File: src/hdl/lru_defs.svh
`ifndef LRU_DEFS_SVH
`define LRU_DEFS_SVH

// ---------------------------------------------------------------------------
// cache geometry
// ---------------------------------------------------------------------------
`define LRU_WAY_BITS 2                        // way number and age width
`define LRU_WAYS (1 << `LRU_WAY_BITS)         // 4 ways
`define LRU_SET_BITS 4                        // set index width
`define LRU_SETS (1 << `LRU_SET_BITS)         // 16 sets

// ---------------------------------------------------------------------------
// register bus
// ---------------------------------------------------------------------------
`define LRU_CFG_ADDR_BITS 2
`define LRU_CFG_DATA_BITS 32

`endif

File: src/hdl/lruPkg.sv
`default_nettype none

`include "lru_defs.svh"

package lruPkg;

  // request opcodes from the cache
  typedef enum logic [1:0] {
    LRU_NOP    = 2'd0,
    LRU_TOUCH  = 2'd1,                        // one hit on way A
    LRU_TOUCH2 = 2'd2,                        // hit on A, then on B
    LRU_FILL   = 2'd3                         // miss, victim becomes most recent
  } lruOp_e;

  // register map
  typedef enum logic [`LRU_CFG_ADDR_BITS-1:0] {
    REG_CTRL     = 2'd0,                      // bit 0 enable, bit 1 init start
    REG_STATUS   = 2'd1,                      // bit 0 init busy
    REG_TOUCHCNT = 2'd2,
    REG_FILLCNT  = 2'd3
  } cfgReg_e;

  // ages of all ways in one set, indexed by way number
  typedef logic [`LRU_WAYS-1:0][`LRU_WAY_BITS-1:0] ageVec_t;

endpackage

`default_nettype wire

File: src/hdl/lruMemIf.sv
`timescale 1ns/1ps
`default_nettype none

`include "lru_defs.svh"

interface lruMemIf;

  logic [`LRU_SET_BITS-1:0] rdSet;            // combinational read address
  lruPkg::ageVec_t          rdAges;
  logic                     wrEn;             // write at the clock edge
  logic [`LRU_SET_BITS-1:0] wrSet;
  lruPkg::ageVec_t          wrAges;

  // update pipeline side
  modport upd (
    output rdSet,
    input  rdAges,
    output wrEn,
    output wrSet,
    output wrAges
  );

  // age store side
  modport mem (
    input  rdSet,
    output rdAges,
    input  wrEn,
    input  wrSet,
    input  wrAges
  );

endinterface

`default_nettype wire

File: src/hdl/lruAgeCell.sv
`timescale 1ns/1ps
`default_nettype none

`include "lru_defs.svh"

module lruAgeCell (
  input  wire  [`LRU_WAY_BITS-1:0] age,       // current age of this way
  input  wire  [`LRU_WAY_BITS-1:0] hitAgeA,   // age of the first touched way
  input  wire  [`LRU_WAY_BITS-1:0] hitAgeB,   // age of the second touched way
  input  wire                      isDouble,
  input  wire                      hold,
  output logic [`LRU_WAY_BITS-1:0] newAge
);

  logic hitThisA;
  logic hitThisB;
  logic youngerA;
  logic youngerB;

  // ---------------------------------------------------------------------------
  // position of this way relative to the touched ways
  // ---------------------------------------------------------------------------
  assign hitThisA = (age == hitAgeA);
  assign hitThisB = isDouble && (age == hitAgeB);
  assign youngerA = (age < hitAgeA);          // more recent than A
  assign youngerB = isDouble && (age < hitAgeB);

  // a way more recent than both touched ways is pushed back by two,
  // one that sits between them by one, older ways stay put
  always_comb begin
    if (hold) begin
      newAge = age;
    end else if (hitThisA) begin
      newAge = '0;                            // A becomes most recent
    end else if (hitThisB) begin
      newAge = `LRU_WAY_BITS'(1);             // B right behind A
    end else if (youngerA && youngerB) begin
      newAge = age + `LRU_WAY_BITS'(2);
    end else if (youngerA || youngerB) begin
      newAge = age + `LRU_WAY_BITS'(1);
    end else begin
      newAge = age;
    end
  end

endmodule

`default_nettype wire

File: src/hdl/lruSetUpdate.sv
`timescale 1ns/1ps
`default_nettype none

`include "lru_defs.svh"

module lruSetUpdate (
  input  wire                      clk,
  input  wire                      arstN,
  input  wire                      accValid,
  input  wire lruPkg::lruOp_e      accOp,
  input  wire  [`LRU_SET_BITS-1:0] accSet,
  input  wire  [`LRU_WAY_BITS-1:0] accWayA,
  input  wire  [`LRU_WAY_BITS-1:0] accWayB,
  input  wire                      enable,
  output logic                     respValid,
  output logic [`LRU_WAY_BITS-1:0] respWay,
  output logic                     touchPulse,
  output logic                     fillPulse,
  lruMemIf.upd                     mem
);

  logic                     s1Valid;
  lruPkg::lruOp_e           s1Op;
  logic [`LRU_SET_BITS-1:0] s1Set;
  logic [`LRU_WAY_BITS-1:0] s1WayA;
  logic [`LRU_WAY_BITS-1:0] s1WayB;
  lruPkg::ageVec_t          s1Ages;
  lruPkg::ageVec_t          fwdAges;
  lruPkg::ageVec_t          newAges;
  logic [`LRU_WAY_BITS-1:0] victim;
  logic [`LRU_WAY_BITS-1:0] wayA;
  logic [`LRU_WAY_BITS-1:0] ageA;
  logic [`LRU_WAY_BITS-1:0] ageB;
  logic                     isFill;
  logic                     isTouch;
  logic                     isDouble;

  // ---------------------------------------------------------------------------
  // stage 1: read the set, forward from stage 2 on a set match
  // ---------------------------------------------------------------------------
  assign mem.rdSet = accSet;
  assign fwdAges   = (s1Valid && (s1Set == accSet)) ? newAges : mem.rdAges;

  always_ff @(posedge clk or negedge arstN) begin
    if (!arstN) begin
      s1Valid <= 1'b0;
    end else begin
      s1Valid <= accValid && (accOp != lruPkg::LRU_NOP);
    end
  end

  always_ff @(posedge clk) begin
    s1Op   <= accOp;
    s1Set  <= accSet;
    s1WayA <= accWayA;
    s1WayB <= accWayB;
    s1Ages <= fwdAges;
  end

  // ---------------------------------------------------------------------------
  // stage 2: hit ages, victim, per-way update
  // ---------------------------------------------------------------------------
  assign isFill  = (s1Op == lruPkg::LRU_FILL);
  assign isTouch = (s1Op == lruPkg::LRU_TOUCH) || (s1Op == lruPkg::LRU_TOUCH2);

  // victim is the least recent way
  always_comb begin
    victim = '0;
    for (int w = 0; w < `LRU_WAYS; w++) begin
      if (s1Ages[w] == `LRU_WAY_BITS'(`LRU_WAYS - 1)) begin
        victim = `LRU_WAY_BITS'(w);
      end
    end
  end

  assign wayA     = isFill ? victim : s1WayA; // a fill touches the victim
  assign ageA     = s1Ages[wayA];
  assign ageB     = s1Ages[s1WayB];
  assign isDouble = (s1Op == lruPkg::LRU_TOUCH2) && (s1WayA != s1WayB);

  for (genvar w = 0; w < `LRU_WAYS; w++) begin : gCell
    lruAgeCell u_ageCell (
      .age      (s1Ages[w]),
      .hitAgeA  (ageA),
      .hitAgeB  (ageB),
      .isDouble (isDouble),
      .hold     (!enable),
      .newAge   (newAges[w])
    );
  end

  assign mem.wrEn   = s1Valid && enable;
  assign mem.wrSet  = s1Set;
  assign mem.wrAges = newAges;

  // response and event pulses
  always_ff @(posedge clk or negedge arstN) begin
    if (!arstN) begin
      respValid  <= 1'b0;
      touchPulse <= 1'b0;
      fillPulse  <= 1'b0;
    end else begin
      respValid  <= s1Valid;
      touchPulse <= s1Valid && isTouch;
      fillPulse  <= s1Valid && isFill;
    end
  end

  always_ff @(posedge clk) begin
    respWay <= wayA;                          // victim on fill, A otherwise
  end

endmodule

`default_nettype wire

File: src/hdl/lruStateMem.sv
`timescale 1ns/1ps
`default_nettype none

`include "lru_defs.svh"

module lruStateMem (
  input  wire  clk,
  input  wire  arstN,
  input  wire  initStart,                     // one-cycle pulse
  output logic initBusy,
  lruMemIf.mem mem
);

  // age equal to way number in every set
  function automatic lruPkg::ageVec_t initPattern();
    lruPkg::ageVec_t pat;
    for (int w = 0; w < `LRU_WAYS; w++) begin
      pat[w] = `LRU_WAY_BITS'(w);
    end
    return pat;
  endfunction

  localparam lruPkg::ageVec_t INIT_AGES = initPattern();
  localparam logic [`LRU_SET_BITS-1:0] LAST_SET = `LRU_SET_BITS'(`LRU_SETS - 1);

  lruPkg::ageVec_t          ages [`LRU_SETS];
  logic [`LRU_SET_BITS-1:0] sweepSet;

  // ---------------------------------------------------------------------------
  // init sweep, one set per cycle
  // ---------------------------------------------------------------------------
  always_ff @(posedge clk or negedge arstN) begin
    if (!arstN) begin
      initBusy <= 1'b0;
      sweepSet <= '0;
    end else if (initStart) begin
      initBusy <= 1'b1;                       // restart from set 0
      sweepSet <= '0;
    end else if (initBusy) begin
      sweepSet <= sweepSet + `LRU_SET_BITS'(1);
      if (sweepSet == LAST_SET) begin
        initBusy <= 1'b0;
      end
    end
  end

  // ---------------------------------------------------------------------------
  // age array
  // ---------------------------------------------------------------------------
  always_ff @(posedge clk or negedge arstN) begin
    if (!arstN) begin
      for (int s = 0; s < `LRU_SETS; s++) begin
        ages[s] <= INIT_AGES;
      end
    end else if (initBusy) begin
      ages[sweepSet] <= INIT_AGES;            // pipeline writes dropped here
    end else if (mem.wrEn) begin
      ages[mem.wrSet] <= mem.wrAges;
    end
  end

  assign mem.rdAges = ages[mem.rdSet];

endmodule

`default_nettype wire

File: src/hdl/lruCtrlRegs.sv
`timescale 1ns/1ps
`default_nettype none

`include "lru_defs.svh"

module lruCtrlRegs (
  input  wire                           clk,
  input  wire                           arstN,
  input  wire                           cfgWrite,
  input  wire                           cfgRead,
  input  wire  [`LRU_CFG_ADDR_BITS-1:0] cfgAddr,
  input  wire  [`LRU_CFG_DATA_BITS-1:0] cfgWData,
  input  wire                           initBusy,
  input  wire                           touchPulse,
  input  wire                           fillPulse,
  output logic [`LRU_CFG_DATA_BITS-1:0] cfgRData,
  output logic                          enable,
  output logic                          initStart
);

  lruPkg::cfgReg_e               regAddr;
  logic [`LRU_CFG_DATA_BITS-1:0] touchCnt;
  logic [`LRU_CFG_DATA_BITS-1:0] fillCnt;
  logic [`LRU_CFG_DATA_BITS-1:0] rdMux;

  assign regAddr = lruPkg::cfgReg_e'(cfgAddr);

  // ---------------------------------------------------------------------------
  // control register and init pulse
  // ---------------------------------------------------------------------------
  always_ff @(posedge clk or negedge arstN) begin
    if (!arstN) begin
      enable    <= 1'b1;
      initStart <= 1'b0;
    end else begin
      initStart <= 1'b0;                      // single cycle
      if (cfgWrite && (regAddr == lruPkg::REG_CTRL)) begin
        enable    <= cfgWData[0];
        initStart <= cfgWData[1];
      end
    end
  end

  // event counters, wrap on overflow
  always_ff @(posedge clk or negedge arstN) begin
    if (!arstN) begin
      touchCnt <= '0;
      fillCnt  <= '0;
    end else begin
      if (touchPulse) begin
        touchCnt <= touchCnt + `LRU_CFG_DATA_BITS'(1);
      end
      if (fillPulse) begin
        fillCnt <= fillCnt + `LRU_CFG_DATA_BITS'(1);
      end
    end
  end

  // ---------------------------------------------------------------------------
  // read path
  // ---------------------------------------------------------------------------
  always_comb begin
    rdMux = '0;
    case (regAddr)
      lruPkg::REG_CTRL:     rdMux[0] = enable;
      lruPkg::REG_STATUS:   rdMux[0] = initBusy;
      lruPkg::REG_TOUCHCNT: rdMux    = touchCnt;
      lruPkg::REG_FILLCNT:  rdMux    = fillCnt;
      default:              rdMux    = '0;
    endcase
  end

  always_ff @(posedge clk or negedge arstN) begin
    if (!arstN) begin
      cfgRData <= '0;
    end else if (cfgRead) begin
      cfgRData <= rdMux;                      // valid the cycle after cfgRead
    end
  end

endmodule

`default_nettype wire

File: src/hdl/lruTop.sv
`timescale 1ns/1ps
`default_nettype none

`include "lru_defs.svh"

module lruTop (
  input  wire                           clk,
  input  wire                           arstN,
  // request from the cache
  input  wire                           accValid,
  input  wire lruPkg::lruOp_e           accOp,
  input  wire  [`LRU_SET_BITS-1:0]      accSet,
  input  wire  [`LRU_WAY_BITS-1:0]      accWayA,
  input  wire  [`LRU_WAY_BITS-1:0]      accWayB,
  // response two cycles later
  output logic                          respValid,
  output logic [`LRU_WAY_BITS-1:0]      respWay,
  // register bus
  input  wire                           cfgWrite,
  input  wire                           cfgRead,
  input  wire  [`LRU_CFG_ADDR_BITS-1:0] cfgAddr,
  input  wire  [`LRU_CFG_DATA_BITS-1:0] cfgWData,
  output logic [`LRU_CFG_DATA_BITS-1:0] cfgRData,
  output logic                          initBusy
);

  logic enable;
  logic initStart;
  logic touchPulse;
  logic fillPulse;

  lruMemIf memIf ();

  lruSetUpdate u_setUpdate (
    .clk        (clk),
    .arstN      (arstN),
    .accValid   (accValid),
    .accOp      (accOp),
    .accSet     (accSet),
    .accWayA    (accWayA),
    .accWayB    (accWayB),
    .enable     (enable),
    .respValid  (respValid),
    .respWay    (respWay),
    .touchPulse (touchPulse),
    .fillPulse  (fillPulse),
    .mem        (memIf.upd)
  );

  lruStateMem u_stateMem (
    .clk       (clk),
    .arstN     (arstN),
    .initStart (initStart),
    .initBusy  (initBusy),
    .mem       (memIf.mem)
  );

  lruCtrlRegs u_ctrlRegs (
    .clk        (clk),
    .arstN      (arstN),
    .cfgWrite   (cfgWrite),
    .cfgRead    (cfgRead),
    .cfgAddr    (cfgAddr),
    .cfgWData   (cfgWData),
    .initBusy   (initBusy),
    .touchPulse (touchPulse),
    .fillPulse  (fillPulse),
    .cfgRData   (cfgRData),
    .enable     (enable),
    .initStart  (initStart)
  );

endmodule

`default_nettype wire

File: config.mk
export PLATFORM = sky130hd
export DESIGN_NAME = lruTop
export DESIGN_NICKNAME = d
export VERILOG_FILES = /design/src/hdl/lruPkg.sv /design/src/hdl/lruMemIf.sv /design/src/hdl/lruAgeCell.sv /design/src/hdl/lruSetUpdate.sv /design/src/hdl/lruStateMem.sv /design/src/hdl/lruCtrlRegs.sv /design/src/hdl/lruTop.sv
export VERILOG_INCLUDE_DIRS = /design/src /design/src/hdl
export SDC_FILE = /design/constraint.sdc
export NUM_CORES = 1
export LEC_CHECK = 0
export BUFFER_PORTS_ARGS = -buffer_cell sky130_fd_sc_hd__buf_2
export CORE_MARGIN = 3
export CORE_UTILIZATION = 40
export CTS_CLUSTER_SIZE = 20
export DETAILED_ROUTE_END_ITERATION = 10
export PLACE_DENSITY_LB_ADDON = 0.12
export RECOVER_POWER = 50
export SKIP_CTS_REPAIR_TIMING = 1
export SYNTH_ARGS = -nofsm -noshare
export SYNTH_HDL_FRONTEND = slang
export SYNTH_SLANG_ARGS = --single-unit
File: constraint.sdc
create_clock -name clk -period 3.64 [get_ports clk]
set_clock_uncertainty 0.1 [all_clocks]
set_input_delay 0.728 -clock clk [delete_from_list [all_inputs] [get_ports clk]]
set_output_delay 0.728 -clock clk [all_outputs]
set_load 0.05 [all_outputs]
Yosys cells after proc, flatten, opt, wreduce, memory -nomap -nowiden
Cells that the tools add are included.
Widths: inputs -> output; s select.
{"block": "word_totals", "elab_cells": 213, "ff_bits": 255, "output_inout_bits": 36, "inputBits": 49}
{"block": "op_classes", "eq_ne": 20, "addsub": 11, "reduce_logical": 30, "n_bitwise": 6, "n_mux": 47, "n_lt_le_gt_ge": 15}
{"operator": "$mux 128", "n": 2}
{"operator": "$bwmux 128", "n": 1}
{"operator": "$add 32x1->32 const B", "n": 2}
{"operator": "$and 64x64->64", "n": 1}
{"operator": "$demux 8 s4", "n": 2}
{"operator": "$not 64->64", "n": 1}
{"operator": "$or 64x64->64", "n": 1}
{"operator": "$pmux 31 s2", "n": 1}
{"operator": "$mux 2", "n": 25}
{"operator": "$mux 8", "n": 5}
{"operator": "$bmux 8 s4", "n": 1}
{"operator": "$logic_and 1x1->1", "n": 21}
{"operator": "$eq 2x2->1", "n": 8}
{"operator": "$lt 2x2->1", "n": 8}
{"operator": "$ge 5x5->1 const B", "n": 3}
{"operator": "$not 4->5", "n": 3}
{"operator": "$eq 2x2->1 const B", "n": 7}
{"operator": "$lt 5x1->1 const B", "n": 2}
{"operator": "$add 2x1->2 const B", "n": 4}
{"operator": "$add 2x2->2 const B", "n": 4}
{"operator": "$bmux 2 s2", "n": 2}
{"operator": "$mux 4", "n": 2}
{"operator": "$lt 2x3->1 const B", "n": 2}
{"operator": "$reduce_bool 2->1", "n": 3}
{"operator": "other kinds (9)", "n": 18}

Logic depth before layout (Yosys ltp)
Gate-level depths: netlist of the first run.
{"block": "depth", "word_depth": 17, "ltp_mapped": 16, "depth_no_buf": 13}

By module
A second synthesis of the first run with hierarchy kept.
{"block": "hier_totals", "cells_unflattened": 1071, "hier_area_um2": 12590.8}
{"mod": "lruStateMem", "cells_each": 510, "instances": 1, "seq_area_each_um2": 3408.3, "area_each_um2": 6448.7}
{"mod": "lruCtrlRegs", "cells_each": 389, "instances": 1, "seq_area_each_um2": 2453.6, "area_each_um2": 4490.6}
{"mod": "lruSetUpdate", "cells_each": 80, "instances": 1, "seq_area_each_um2": 500.5, "area_each_um2": 940.9}
{"mod": "lruAgeCell", "cells_each": 23, "instances": 4, "seq_area_each_um2": 0.0, "area_each_um2": 177.7}

Worst setup path after synthesis of the first run
OpenSTA, ideal clock, no wires.
{"block": "synth_path", "kind": "register to register", "from": "reg (tool-made name)", "to": "reg u_stateMem.ages[54] (netlist bit)", "path_stages_with_launch": 16, "required_ns": 3.471, "t_arrival_ns": 3.522, "path_buffers": 2, "setup_time_ns": 0.069, "synth_period_minus_slack_ns": 3.691, "setup_slack_ns": -0.051, "path_cell_list": "edfxtp_1 ha_1 nand2b_1 o22ai_2 inv_2 mux4_2 ha_1 nor2b_1 a311oi_1 a221oi_1 a21oi_1 o211a_1 or3_1 buf_2 buf_6 o21ai_2"}
{"element": "to (signal, indexed assignment)", "line_no": "lruStateMem.sv:58", "text": "ages[mem.wrSet] <= mem.wrAges;"}
{"element": "to (decl)", "line_no": "lruStateMem.sv:26", "text": "lruPkg::ageVec_t ages [`LRU_SETS];"}

==> results.yml, run 1 <==
outcome:
  run_status: "finished with violations"
  violations: "max-capacitance violations, max-slew violations"
logic_synthesis:
  count_of_warnings_emitted_by_yosys: 0
  synth.top_cell.area_share: 0.337
  post-synth-top-area-cell: "dfrtp_1"
  synth.avg_cell_area_um2: 10.7
  post_synth_fa_ha_maj_area_fraction: 0.0228
  yosys.area_share.simple: 0.138
  mappedNetlistArea_um2: 12600
  synth.ff_latch_count: 255
  synthXorXnorAreaFrac: 0.0531
  synthMuxAreaShare: 0.107
  proportion_of_synthesized_chip_area_in_sequential_cells: 0.508
  synthArstFlopShare: 0.922
  most_area_consuming_cells_after_synthesis: "dfrtp_1 34%, dfstp_2 14%, mux4_2 7.5%"
  synth-edff-count: 5
  number_of_different_library_cells_in_the_post_synthesis_netlist: 74
  syn_inst: 1181
  compound_gate_portion_of_the_synthesized_area: 0.136
  synth_top_family_by_area: "simple AND/OR/NAND/NOR gates"
  synth_flop_cell: "dfrtp_1"
  mappedNetlistNets: 1253
route:
  viasPerCell: 5.57
  wl_final_um: 33600
  drt_pass1_iterations: 5
  drc: 0
  first_iter_violations: 716
  wl_per_cell_um: 19.9
  detail-route-antenna-nets: 0
  routed-via-count: 9417
worst_setup_path:
  worst-setup-path-type: "flop to flop"
  cp_max_fo: 8
  crit_path_start_kind: "flop"
  critical_path.reg2reg.endpoint: "u_stateMem.ages[2]"
  worstSetupEndpointType: "flop"
  arrival_ps: 3960
  setup.reg_to_reg.worst_slack_ps: 60
  critPathRequiredTime_ps: 4020
  worst_r2r_path_depth: 14
clock_network:
  clk_path_buf_depth: 3
  tritoncts: "built"
  worst_setup_hold_path_clk_slew_ps: 60
  cts_made_buffers: 30
  clock_tree.root_cell: "clkbuf_16"
  clock_sink_count: 255
  worstSkewPairLatency_ps: 550
  h_tree_depth: 1
global_route:
  via_count_of_the_first_global_routing_pass: 9325
  globalRouteOverflowTotal: 0
  track_usage: 0.196
  grt_first_pass_wirelength_um: 52900
  antenna_found_initial: 1
  grt_start_max_net_pins: 105
sta:
  layout_worst_path_cycle_share: 0.985
  slew_violations: 76
  max-slew-margin-rel: -0.803
  grt_setup_unrepaired: "true"
  hold_violations: 0
  worst_pin_slew_ps: 2700
  endpoints_failing_setup: 0
  fin_hold_ws_ps: 178
  clock.fmax_mhz: 279
  fin_crit_period_ps: 3580
cells_and_area:
  sequential_area_um2: 6410
  areaGrowthSynthToFinish_pct: 18.6
  insertedDiodeCount: 0
  post_route_cells_drive_above_1_share: 0.258
  fillerInstances: 2829
  finalNetCount: 1342
  multi_input_comb_area_um2: 6000
  final_core_utilization: 0.486
  stdcell_count: 1690
min_path:
  hold_depth: 1
  min_path_type: "input pin to flop"
  min_from: "accWayB[1]"
  min_to: "u_setUpdate.s1WayB[1]"
power_and_ir_drop:
  power_mw: 10.6
  ir_worst_vdd_v: 0.000486
  leakage_component_of_the_power_nw: 6.43
  power-per-cell-area_nw_per_um2: 708
floorplan:
  die_width_um: 184
  floorplan.initialDensity: 0.410
  io_pins: 85
  fp.coreArea_um2: 30800
  die_height_um: 184
  core.rowCount: 64
  die_area_um2: 33700
flow_run:
  max_cap_viol_count: 2
placement:
  dp.final_hpwl_um: 22800
  placedCellCount: 1627
  io_buffers: 54
  finalWeightedCongestion: 0.846
==> cells in the mapped netlist, types with 5 or more instances <==
master,number
nand3_1,73
nor2b_1,7
dfxtp_1,15
dfrtp_1,170
dfstp_2,65
o21ai_1,11
o21ai_0,122
nor2_1,77
ha_1,23
mux2_2,6
edfxtp_1,5
nor3_1,16
xor2_1,29
and3_1,20
nand2_1,101
a21oi_1,33
inv_1,59
a32o_1,8
clkbuf_1,38
o31ai_1,12
and2_1,16
buf_2,8
nand4_1,21
a21oi_2,6
mux2i_1,34
buf_1,6
o22ai_1,33
mux4_2,42
xnor2_1,45
and4_1,6
==> sequential cells by signal, summed over array words and instances, names as in the netlist, 2 cells and up, named ones only <==
name                   count
u_setUpdate.s1WayA         2
u_setUpdate.s1Op           2
u_setUpdate.s1WayB         2
u_stateMem.sweepSet        4
u_setUpdate.mem.wrSet      4
u_ctrlRegs.fillCnt        32
u_ctrlRegs.cfgRData       32
u_setUpdate.s1Ages         3
u_setUpdate.respWay        2
u_ctrlRegs.touchCnt       32
u_stateMem.ages          128
==> cells in the final DEF (no fill, tap or decap), types with 17 or more instances in the layout <==
master,n
mux2i_1,34
o21ai_0,109
clkbuf_16,33
mux4_2,42
o21ai_2,17
o22ai_1,33
buf_4,45
inv_1,58
buf_2,48
a21oi_1,25
nand2_1,101
nor2_1,77
and3_1,20
xnor2_1,45
ha_1,18
nand4_1,21
xor2_1,29
nand3_1,73
dfrtp_1,170
dfstp_2,65
==> worst max-delay path, stage by stage, from the launching register on <==
cell	delay [ps]
edfxtp_1	440
ha_4	200
nand2b_4	140
o22ai_4	130
inv_2	60
mux4_2	450
buf_6	150
ha_4	170
o31ai_4	50
a21oi_2	100
or4_4	550
and2_4	160
a221o_2	470
clkbuf_16	210
o21ai_1	120
==> cell type report <==
cell class	instances	share of cell area
tap	396	0.0331
inverter	60	0.0150
timing repair buffer	112	0.0546
sequential	255	0.428
multi-input combinational	811	0.400
clock inverter	9	0.00651
clock buffer	47	0.0625
==> metrics by stage <==
step                      TNS, ps  setup WS (ps)  area (µm²)
after global placement       -614          -52.6       13700
final                           0           55.8       15000
after floorplan                 0           9.34       12600
after global routing        -1380          -69.7       15000
after CTS                   -1090           -131       14700
after detailed placement     -454          -97.9       13700
==> how the worst max path moves through the flow <==
stage / startpoint / to / cells after the start
floorplan: flop / u_stateMem.ages[54] / 15
global placement: flop / u_stateMem.ages[35] / 14
detailed placement: flop / u_stateMem.ages[110] / 14
CTS: flop / u_stateMem.ages[110] / 14
global route: flop / u_stateMem.ages[54] / 15
finish: flop / u_stateMem.ages[2] / 14
==> kinds of logic (layout without fill, tap and decap cells) <==
kind of cell             count (synthesis)  count (layout)
AO/OA/AOI/OAI                          273             273
XOR/XNOR                                75              75
adder cells (fa/ha/maj)                 23              23
buffers and inverters                  115             228
flip-flops                             255             255
multiplexers                            82              82
AND/OR/NAND/NOR                        358             358
==> power by group <==
group / total, mW / switching, mW / internal [mW]
clock network: 3.07 / 1.18 / 1.89
logic: 3.58 / 2.05 / 1.53
registers: 3.95 / 0.357 / 3.60
==> per-layer routing <==
metal  track usage  routed length [µm]  up-vias
li1              -                   -     4459
met1         0.297               16300     4702
met2         0.300               14900      207
met3        0.0303                1710       49
met4        0.0414                 647        0
met5             0                   0        -
Note: power is estimated with default switching activity, not from simulation.
==> run 2, diff against run 1 <==
CORE_UTILIZATION = 45   (was 40)
CTS_CLUSTER_SIZE = unset   (was 20)
==> run 2 against run 1 <==
The flow still finishes with violations (max-capacitance violations, max-slew violations). Clock power fell by 8.5%. Routed wire length fell by 5.0%. Final area fell by 2.2%. Utilization rose by 5.2 points. Global-route usage rose by 1.5 points. Combinational power fell by 9.2%. Total power fell by 5.7%. Register-to-register slack improved by 40 ps. Maximum frequency rose by 1.2%. First-iteration DRC count rose by 1.8%. Sequential power barely moved. Flip-flop and latch count did not move. Critical endpoint is now u_stateMem.ages[114].
==> results.yml, run 2 (same netlist as run 1, synthesis figures left out) <==
clock_network:
  worstSkewPairLatency_ps: 560
  cts_made_buffers: 29
  h_tree_depth: 1
  clock_tree.root_cell: "clkbuf_16"
  worst_setup_hold_path_clk_slew_ps: 60
  tritoncts: "built"
  clock_sink_count: 255
  clk_path_buf_depth: 3
power_and_ir_drop:
  p_clk_frac: 0.281
  leakage_component_of_the_power_nw: 6.33
  proportion_of_power_drawn_by_combinational_gates: 0.325
  power.switching_fraction: 0.339
  power-per-cell-area_nw_per_um2: 682
  ir_worst_vdd_v: 0.000389
  net-switching-power_mw: 3.39
  share_seq_of_total_power: 0.394
  intPower_mw: 6.61
route:
  highest-signal-layer: "met4"
  wl_met3_um: 1720
  routed-via-count: 9397
  viasPerCell: 5.66
  drc: 0
  detail-route-antenna-nets: 0
  wl_final_um: 31900
  met1Wirelength_um: 15600
  first_iter_violations: 729
  met2_length_um: 13900
  wl_per_cell_um: 19.2
  drt_pass1_iterations: 5
cells_and_area:
  final_common_cell: "dfrtp_1"
  areaGrowthSynthToFinish_pct: 16.1
  finalNetCount: 1338
  layout.cells.most_common_list: "170 x dfrtp_1, 113 x o21ai_0, 101 x nand2_1"
  fillerInstances: 2412
  registers.top_by_ff_count: "u_stateMem.ages"
  max_ffs_per_register: 128
  insertedDiodeCount: 0
  stdcell_count: 1660
  post_route_cells_drive_above_1_share: 0.235
  final_design_area_no_fill_um2: 14700
global_route:
  via_count_of_the_first_global_routing_pass: 9175
  grt_first_pass_wirelength_um: 51700
  track_usage: 0.211
  antenna_found_initial: 0
  grt_start_max_net_pins: 102
  globalRouteOverflowTotal: 0
placement:
  io_buffers: 54
  placedCellCount: 1605
  placed_cell_area_um2: 13700
  finalWeightedCongestion: 0.875
  dp.final_hpwl_um: 22300
sta:
  slew_violations: 101
  worst_pin_slew_ps: 2680
  hold_violations: 0
  grt_setup_unrepaired: "true"
  endpoints_failing_setup: 0
  max-slew-margin-rel: -0.785
  layout_worst_path_cycle_share: 0.973
  clock.fmax_mhz: 282
  finalSetupTns_ps: 0
  fin_hold_ws_ps: 187
  fin_crit_period_ps: 3540
outcome:
  violations: "max-capacitance violations, max-slew violations"
  run_status: "finished with violations"
worst_setup_path:
  cp_max_fo: 16
  worst-setup-path-type: "flop to flop"
  arrival_ps: 3900
  critPathRequiredTime_ps: 4000
  setup.reg_to_reg.worst_slack_ps: 100
  crit_path_start_kind: "flop"
  worst_r2r_path_depth: 14
  critical_path.reg2reg.endpoint: "u_stateMem.ages[114]"
  crit_path_end: "u_stateMem.ages[114]"
  worstSetupEndpointType: "flop"
min_path:
  min_from: "accWayB[1]"
  min_path_type: "input pin to flop"
floorplan:
  die_height_um: 174
  fp.coreArea_um2: 27300
  floorplan.initialDensity: 0.463
  io_pins: 85
  die_width_um: 174
  die_area_um2: 30100
  core.rowCount: 60
flow_run:
  max_cap_viol_count: 1
run 2: cell type report:
cell class	count	area, µm²	share of cell area
tap	372	465	0.0318
clock inverter	14	114	0.00777
timing repair buffer	109	769	0.0525
clock buffer	39	803	0.0548
multi-input combinational	811	5870	0.400
inverter	60	225	0.0154
sequential	255	6410	0.437
run 2: layer usage:
metal | global-route usage | vias up
li1 | - | 4442
met1 | 0.325 | 4627
met2 | 0.312 | 266
met3 | 0.0331 | 62
met4 | 0.0534 | 0
met5 | 0 | -
run 2: power by group through the flow:
stage                     combinational [mW]  clock, mW  sequential (mW)
final                                   3.25       2.81             3.94
after global routing                    3.55       3.00             4.01
after CTS                               3.13       2.89             3.93
after detailed placement                3.11          0             3.97
after global placement                  3.08          0             3.96
after floorplan                         1.99          0             3.95
run 2: worst min path at each step:
stage	to	cells after the start
6_report	u_setUpdate.s1WayB[1]	1
5_1_grt	u_setUpdate.s1WayB[1]	1
4_1_cts	u_stateMem.ages[107]	1
3_5_place_dp	u_ctrlRegs.fillCnt[31]	1
3_3_place_gp	u_ctrlRegs.fillCnt[31]	1
2_1_floorplan	u_ctrlRegs.cfgRData[0]	0
run 2: critical path, stage by stage (launching register included):
cell and delay, ps:
edfxtp_1 450, ha_4 210, buf_4 140, nor3b_4 220, nor2_1 100, mux4_2 350
buf_6 150, ha_1 180, o31ai_1 60, a21oi_1 130, or4_4 500, and2_4 180
a221o_1 360, buf_12 170, o21ai_1 130
run 2: stage by stage:
step | power (mW) | setup slack [ps] | utilization
floorplan | 5.94 | 9.34 | -
global placement | 7.04 | -46.5 | 0.501
detailed placement | 7.08 | -107 | 0.501
CTS | 9.95 | -158 | 0.535
global route | 10.6 | -19.0 | 0.538
finish | 10.0 | 96.8 | 0.538
